[src/exec_pkg.sv]
`default_nettype none

package exec_pkg;

  // datapath width
  parameter int xlen = 64;

  // rob and physical register file sizes
  parameter int num_rob = 32;
  parameter int num_pr = 64;

  typedef logic [$clog2(num_rob)-1:0] rob_idx_t;
  typedef logic [$clog2(num_pr)-1:0] pr_idx_t;

  // target unit of an issue
  typedef enum logic [1:0] {
    unit_alu,
    unit_mult,
    unit_br
  } fu_unit_e;

  // integer operation codes
  typedef enum logic [4:0] {
    alu_addq,
    alu_subq,
    alu_and,
    alu_bic,
    alu_bis,
    alu_ornot,
    alu_xor,
    alu_eqv,
    alu_srl,
    alu_sll,
    alu_sra,
    alu_cmpult,
    alu_cmpeq,
    alu_cmpule,
    alu_cmplt,
    alu_cmple
  } alu_func_e;

  // operand b source
  typedef enum logic [1:0] {
    opb_is_regb,
    opb_is_imm,
    opb_is_br_disp
  } opb_sel_e;

  // branch base source
  typedef enum logic {
    opa_is_npc,
    opa_is_rega
  } opa_sel_e;

  // bit 2 inverts the low condition
  typedef enum logic [2:0] {
    br_lbc,
    br_eq,
    br_lt,
    br_le,
    br_lbs,
    br_ne,
    br_ge,
    br_gt
  } br_cond_e;

  // operate format, literal form
  typedef struct packed {
    logic [5:0] opcode;
    logic [4:0] ra;
    logic [7:0] lit;
    logic is_lit;
    logic [6:0] func;
    logic [4:0] rc;
  } inst_op_t;

  // conditional branch format
  typedef struct packed {
    logic [2:0] opcode_hi;
    br_cond_e cond;
    logic [4:0] ra;
    logic [20:0] disp;
  } inst_br_t;

  typedef union packed {
    inst_op_t op;
    inst_br_t br;
  } inst_word_u;

  // entry is squashed if it sits no further from the rollback point than the tail
  function automatic logic rob_squashed(
    input rob_idx_t entry_idx,
    input rob_idx_t rollback_idx,
    input rob_idx_t tail_idx
  );
    rob_idx_t entry_dist;
    rob_idx_t tail_dist;
    entry_dist = entry_idx - rollback_idx;
    tail_dist = tail_idx - rollback_idx;
    return entry_dist <= tail_dist;
  endfunction

endpackage

`default_nettype wire

[src/fu_issue_if.sv]
`timescale 1ns/10ps
`default_nettype none

interface fu_issue_if;
  import exec_pkg::*;

  // one issue bundle, shared by all units
  logic ready;
  fu_unit_e unit;
  alu_func_e func;
  inst_word_u inst;
  opa_sel_e opa_sel;
  opb_sel_e opb_sel;
  // operand values from register read
  logic [xlen-1:0] t1_value;
  logic [xlen-1:0] t2_value;
  logic [xlen-1:0] npc;
  // destination and rob tags
  pr_idx_t t_idx;
  rob_idx_t rob_idx;

  // driver side
  modport src (
    output ready, unit, func, inst, opa_sel, opb_sel,
    output t1_value, t2_value, npc, t_idx, rob_idx
  );

  // unit side
  modport fu (
    input ready, unit, func, inst, opa_sel, opb_sel,
    input t1_value, t2_value, npc, t_idx, rob_idx
  );

endinterface

`default_nettype wire

[src/branch_unit.sv]
`timescale 1ns/10ps
`default_nettype none

module branch_unit (
  input  logic                       clock,
  input  logic                       reset,
  fu_issue_if.fu                     issue,
  input  logic                       rollback_en,
  input  exec_pkg::rob_idx_t         rollback_idx,
  input  exec_pkg::rob_idx_t         rob_tail,
  input  logic                       stall,
  output logic                       done,
  output logic [exec_pkg::xlen-1:0]  result,
  output logic                       take,
  output exec_pkg::pr_idx_t          t_idx,
  output exec_pkg::rob_idx_t         rob_idx
);
  import exec_pkg::*;

  logic [xlen-1:0] cond_val;
  logic [xlen-1:0] base;
  logic [xlen-1:0] offset;
  logic cond_true;
  logic accept;
  logic issue_kill;
  logic held_kill;

  assign cond_val = issue.t1_value;

  // low two bits pick the test, bit 2 negates
  always_comb begin
    case (issue.inst.br.cond[1:0])
      2'b00:   cond_true = ~cond_val[0];
      2'b01:   cond_true = (cond_val == '0);
      2'b10:   cond_true = cond_val[xlen-1];
      default: cond_true = cond_val[xlen-1] || (cond_val == '0);
    endcase
  end

  // target base and word displacement
  assign base = (issue.opa_sel == opa_is_npc) ? issue.npc : issue.t1_value;
  assign offset = (issue.opb_sel == opb_is_regb) ? issue.t2_value :
                  {{(xlen-23){issue.inst.br.disp[20]}}, issue.inst.br.disp, 2'b00};

  assign accept = issue.ready && (issue.unit == unit_br) && !stall;
  assign issue_kill = rollback_en && rob_squashed(issue.rob_idx, rollback_idx, rob_tail);
  assign held_kill = rollback_en && rob_squashed(rob_idx, rollback_idx, rob_tail);

  always_ff @(posedge clock) begin
    if (reset) begin
      done <= 1'b0;
    end else if (stall) begin
      done <= done && !held_kill;
    end else begin
      done <= accept && !issue_kill;
    end
  end

  // target and direction with their tags
  always_ff @(posedge clock) begin
    if (accept) begin
      result <= base + offset;
      take <= cond_true ^ issue.inst.br.cond[2];
      t_idx <= issue.t_idx;
      rob_idx <= issue.rob_idx;
    end
  end

endmodule

`default_nettype wire

[src/flat_wrapper.sv]
// flat-port wrapper written by rule: the top's interface ports become plain ports
module branch_unit_flat import exec_pkg::*;
  (clock, reset, rollback_en, rollback_idx, rob_tail, stall, done, result, take, t_idx, rob_idx, issue_ready, issue_unit, issue_func, issue_inst, issue_opa_sel, issue_opb_sel, issue_t1_value, issue_t2_value, issue_npc, issue_t_idx, issue_rob_idx);
  fu_issue_if issue_i ();
  input  logic clock;
  input  logic reset;
  input  logic rollback_en;
  input  exec_pkg::rob_idx_t rollback_idx;
  input  exec_pkg::rob_idx_t rob_tail;
  input  logic stall;
  output logic done;
  output logic [exec_pkg::xlen-1:0] result;
  output logic take;
  output exec_pkg::pr_idx_t t_idx;
  output exec_pkg::rob_idx_t rob_idx;
  input wire logic [$bits(issue_i.ready)-1:0] issue_ready;
  input wire logic [$bits(issue_i.unit)-1:0] issue_unit;
  input wire logic [$bits(issue_i.func)-1:0] issue_func;
  input wire logic [$bits(issue_i.inst)-1:0] issue_inst;
  input wire logic [$bits(issue_i.opa_sel)-1:0] issue_opa_sel;
  input wire logic [$bits(issue_i.opb_sel)-1:0] issue_opb_sel;
  input wire logic [$bits(issue_i.t1_value)-1:0] issue_t1_value;
  input wire logic [$bits(issue_i.t2_value)-1:0] issue_t2_value;
  input wire logic [$bits(issue_i.npc)-1:0] issue_npc;
  input wire logic [$bits(issue_i.t_idx)-1:0] issue_t_idx;
  input wire logic [$bits(issue_i.rob_idx)-1:0] issue_rob_idx;
  assign issue_i.ready = issue_ready;
  assign issue_i.unit = issue_unit;
  assign issue_i.func = issue_func;
  assign issue_i.inst = issue_inst;
  assign issue_i.opa_sel = issue_opa_sel;
  assign issue_i.opb_sel = issue_opb_sel;
  assign issue_i.t1_value = issue_t1_value;
  assign issue_i.t2_value = issue_t2_value;
  assign issue_i.npc = issue_npc;
  assign issue_i.t_idx = issue_t_idx;
  assign issue_i.rob_idx = issue_rob_idx;
  branch_unit u_core (.clock(clock), .reset(reset), .issue(issue_i), .rollback_en(rollback_en), .rollback_idx(rollback_idx), .rob_tail(rob_tail), .stall(stall), .done(done), .result(result), .take(take), .t_idx(t_idx), .rob_idx(rob_idx));
endmodule
[config.mk]
export PLATFORM = sky130hd
export DESIGN_NAME = branch_unit_flat
export DESIGN_NICKNAME = d
export VERILOG_FILES = /design/src/exec_pkg.sv /design/src/fu_issue_if.sv /design/src/branch_unit.sv /design/src/flat_wrapper.sv
export SDC_FILE = /design/constraint.sdc
export NUM_CORES = 1
export LEC_CHECK = 0
export BUFFER_PORTS_ARGS = -buffer_cell sky130_fd_sc_hd__buf_2
export CAP_MARGIN = 30
export CORE_AREA = 2 2 132 134
export CTS_BUF_LIST = sky130_fd_sc_hd__clkbuf_16
export DETAILED_ROUTE_END_ITERATION = 8
export DIE_AREA = 0 0 134 136
export GPL_ROUTABILITY_DRIVEN = 0
export PLACE_DENSITY_LB_ADDON = 0.05
export REMOVE_ABC_BUFFERS = 1
export SLEW_MARGIN = 25
export SYNTH_ARGS = -nofsm -noshare
export SYNTH_HDL_FRONTEND = slang
export SYNTH_SLANG_ARGS = --single-unit
[constraint.sdc]
create_clock -name clock -period 26.9 [get_ports clock]
set_input_delay 5.38 -clock clock [delete_from_list [all_inputs] [get_ports clock]]
set_output_delay 5.38 -clock clock [all_outputs]
set_load 0.05 [all_outputs]
---- Yosys cells after proc, flatten, opt, wreduce, memory -nomap -nowiden ----
Cells that the tools add are included.
word-level totals
  flip-flop bits (word level) ............. 77
  bits in latches ......................... 0
  bits in writable memories ............... 0
  ROM bits ................................ 0
  output and inout bits ................... 77
  memories ................................ 0
cells by class
  add/sub/neg operators ................... 4
  $mul .................................... 0
  divide/modulo/power cells ............... 0
  order comparisons ....................... 2
  eq/ne operators ......................... 3
  shifts and indexed selects .............. 0
  mux-type cells .......................... 4
  bitwise operators ....................... 2
  reductions and logical operators ........ 13
operator list
  operator                                                          number
  64-bit two-way mux                                                2
  64-bit adder                                                      1
  64-bit logical NOT                                                1
  5-bit subtractor                                                  3
  5-bit less-or-equal comparator                                    2
  1-bit logical AND                                                 6
  2-bit == test (second input constant)                             2
  2-bit logical NOT                                                 2
  1-bit logical NOT                                                 3
  1-bit case mux with 3 select lines                                1
  2-bit by 1-bit == test with 1-bit output (second input constant)  1
  1-bit logical OR                                                  1
  1-bit two-way mux                                                 1
  1-bit inverter                                                    1
  1-bit XOR                                                         1

---- Longest topological paths before layout ----
  depth in word-level cells ............... 6
  depth in mapped cells ................... 16
  gate-level depth less buffers ........... 14

---- Worst setup path after synthesis ----
OpenSTA, ideal clock, no wires.
  path kind ............................... input-to-reg
  start ................................... input port issue_unit[0]
  end ..................................... register u_core.result[0] (netlist bit), enable pin
  library setup time ...................... 0.704 ns
  data arrival time ....................... 12.757 ns
  required time ........................... 26.196 ns
  slack ................................... 13.439 ns
  cell stages on the path ................. 1
  buffers on the path ..................... 0
  cell sequence ........................... nor4bb_1
between the ends
  longest elaborated chain between the ends .. 3
ends and longest elaborated chain
  element                          line                RTL
  start, declared                  flat_wrapper.sv:17  input wire logic [$bits(issue_i.unit)-1:0] issue_unit;
  2-bit == test                    branch_unit.sv:45   assign accept = issue.ready && (issue.unit == unit_br) && !stall;
  1-bit logical AND (2 in series)  branch_unit.sv:45
  end signal, assigned             branch_unit.sv:62   result <= base + offset;
  end, declared                    branch_unit.sv:13   output logic [exec_pkg::xlen-1:0] result,
No other way between the ends.
A chain may end at the register's enable or synchronous reset.

---- Final worst setup path ----
  start ................................... input port issue_opb_sel[1]
  end ..................................... register u_core.result[60] (netlist bit), data pin
between the ends
  longest elaborated chain between the ends .. 3
ends and longest elaborated chain
  element             line                RTL
  start, declared     flat_wrapper.sv:21  input wire logic [$bits(issue_i.opb_sel)-1:0] issue_opb_sel;
  2-bit logical NOT   branch_unit.sv:42   assign offset = (issue.opb_sel == opb_is_regb) ? issue.t2_value :
  64-bit two-way mux  branch_unit.sv:42
  64-bit adder        branch_unit.sv:62
No other way between the ends.

==> flow_summary.json <==
{
  "setup_viol": 0,
  "synth_top_area_share_pct": 26.7,
  "r2r_slack_ns": 24.14,
  "yosysWarnings": 0,
  "critPathMaxFanout": 37,
  "max_freq_ghz": 0.105,
  "die_w_um": 134,
  "drc": 0,
  "ir_drop_v": 0.0000335,
  "synth_seq_cells": 77,
  "clock_path_buffers": 2,
  "synth.most_common_cell": "a21o_1",
  "crit_buf_inv": 3,
  "dp_cells": 1436,
  "syn_avg_cell_area_um2": 9.27,
  "route.met2.wl_um": 13100,
  "crit_family": "compound AO/OA/AOI/OAI gates",
  "portBuffers": 323,
  "yosysTopAreaCell": "edfxtp_1",
  "antenna_found_initial": 1,
  "nNetsFinal": 1567,
  "r2r_cells": 13,
  "grt_pass1_vias": 7991,
  "postRouteAntennaNets": 0,
  "worstSkewPairLatency_ns": 0.35,
  "rsz0062_at_grt": "false",
  "rows": 48,
  "hold_slack_ns": 0.551,
  "power_uw": 505,
  "fp.coreArea_um2": 16900,
  "post_cts_resized": 0,
  "cp-end-kind": "register",
  "outcome": "complete, no violations",
  "io_pins": 337,
  "swShare_pct": 39.2,
  "max_cap_viol_count": 0,
  "grt_max_degree": 53,
  "hold_path_class": "register to register",
  "p_sw_uw": 198,
  "crit_path_max_incr_delay_ns": 0.67,
  "crit_chain": "buf_2, nor2_4, buf_4, buf_4, mux2_2, ha_1, nand2_1, nor3b_1, o211ai_1, a31oi_1, or3_1, o2111ai_2, a2111oi_0, or3_1, nand3_1",
  "h-tree-depth": 3,
  "placed_cell_area_um2": 10400,
  "postLayoutCellArea_um2": 10600,
  "areaGrowthSynthToFinish_pct": 24.5,
  "period_minus_slack_ns": 9.54,
  "crit_cells": 15,
  "cts_buffers": 9,
  "drv_slew": 0,
  "synth_sequential_area_ratio_pct": 26.9,
  "ys.flop_type": "edfxtp_1",
  "synth_edf_count": 76,
  "die_area_um2": 18200,
  "post-cts-setup-buffer-count": 0,
  "wl_met1_um": 11400,
  "synth_area_um2": 8550,
  "pwr-share-clk_pct": 22.3,
  "cp-start-kind": "input pin",
  "slew-limit-headroom_pct": 43.4,
  "clock_skew_ns": 0.00462,
  "num_vias": 8369,
  "synthTopCellsByArea": "edfxtp_1, ha_1, mux2_2, a21o_1, a21oi_1",
  "drive_above_1_share_pct": 36.6,
  "cts.sinks": 77,
  "cts_root_buf": "clkbuf_16",
  "die_h_um": 136,
  "cpMaxStageDelayCell": "a2111oi_0",
  "top_layer_used": "met4",
  "drtPass1Iterations": 5,
  "ys_types": 75,
  "power_frac_comb_pct": 48.5,
  "grtUsageTotal_pct": 29.1,
  "instances_no_fill": 1453,
  "synth_commonest_cells": "a21o_1, a21oi_1, mux2_2, ha_1, edfxtp_1",
  "timing.final.ws_setup_ns": 17.36,
  "synthCells": 922,
  "drt-total-wl_um": 27100,
  "p_per_area_nw_per_um2": 47.5,
  "cts_tree": "built",
  "wl_per_cell_um": 18.7,
  "initial_core_util_pct": 50.7,
  "dr_wl_met3_um": 1850,
  "grt_pass1_wl_um": 41100,
  "critPathKind": "input pin to register",
  "avgViaCountPerCell": 5.76,
  "async_flop_share_pct": 0,
  "post-route-period-util_pct": 35.5,
  "worstHoldPathCells": 2,
  "gr-total-overflow": 0,
  "setup_tns_ns": 0,
  "worstPathArrival_ns": 9.64,
  "final_hold_viol_count": 0,
  "tightest_slew_ns": 0.842,
  "place_hpwl_um": 22000,
  "required_ns": 27.00,
  "seq_power_share_pct": 29.2,
  "path_clk_slew_ns": 0.06,
  "intPower_uw": 307,
  "ctsHoldBuffers": 0,
  "final_core_util_pct": 63.1,
  "leakage_nw": 5.00,
  "drtIter0Drc": 490,
  "pre_cts_ws_ns": 17.10
}
-- registers in the layout, summed over array words and instances (netlist names) --
name / count
u_core.result: 64
u_core.t_idx: 6
u_core.rob_idx: 5
u_core.done: 1
u_core.take: 1
-- power groups by stage --
stage	sequential (mW)	combinational, mW	clock, mW
floorplan	0.170	0.156	0
global placement	0.150	0.240	0
detailed placement	0.150	0.242	0
CTS	0.148	0.244	0.114
global route	0.148	0.268	0.116
finish	0.148	0.245	0.113
-- logic make-up after synthesis --
group	Yosys count	synth area share, %
buffers and inverters	75	3.42
adder cells (fa/ha/maj)	89	13.3
XOR/XNOR	68	6.97
AND/OR/NAND/NOR	231	13.8
multiplexers	86	11.3
flip-flops	77	26.9
AO/OA/AOI/OAI	296	24.4
-- cell usage in the layout (no fill, tap or decap), types with 3 or more instances in the layout --
cell type	Yosys	layout
and2_1	6	6
nand2b_1	9	9
a21oi_1	85	85
o211ai_1	8	8
edfxtp_1	76	76
o21ai_1	5	5
a31oi_1	11	11
and3_1	10	10
inv_1	35	40
clkbuf_16	0	9
o21a_1	9	9
o21ai_0	33	33
mux2i_1	3	3
fa_1	4	4
maj3_1	4	4
and4_1	3	3
nor2_1	46	45
ha_1	81	81
buf_2	9	323
nand2_1	64	64
nor3_1	8	8
nor4_1	19	19
o21bai_1	15	15
a21boi_0	3	3
o31ai_1	4	4
a2111oi_4	3	3
nand4_1	19	19
mux2_2	83	83
xnor2_1	38	38
or2_2	3	3
nor2b_1	7	6
nor3b_1	3	3
xor2_1	30	30
a21o_1	87	87
nand3_1	19	19
buf_4	0	5
or3_1	4	4
-- worst register-to-register path: cells and delay by family, from the launching register on --
kind	cells	cell delay [ns]
adders and majority gates	5	1.67
DFF	1	0.34
and+or+nand+nor	3	0.29
AOI/OAI and AO/OA	3	0.29
buffers and inverters	2	0.09
-- worst paths after layout --
kind	start	endpoint
max	issue_opb_sel[1]	u_core.result[60]
min	u_core.done	u_core.done
max reg2reg	u_core.rob_idx[0]	u_core.done
min reg2reg	u_core.done	u_core.done
-- area by class of cell --
cell class,instances,area (µm²)
Tap cell,225,282
Inverter,35,131
Timing Repair Buffer,329,1680
Sequential cell,77,2300
Fill cell,1493,6230
Clock buffer,9,225
Multi-Input combinational cell,770,5990
Antenna cell,1,2.50
Clock inverter,7,31.3
-- metal layers --
| layer | track usage [%] | up-vias |
|---|---|---|
| met5 | 0 | - |
| met4 | 11.7 | 0 |
| met3 | 4.21 | 51 |
| met2 | 50.9 | 360 |
| met1 | 36.0 | 3857 |
| li1 | - | 4101 |
Note: power is estimated with default switching activity, not from simulation.
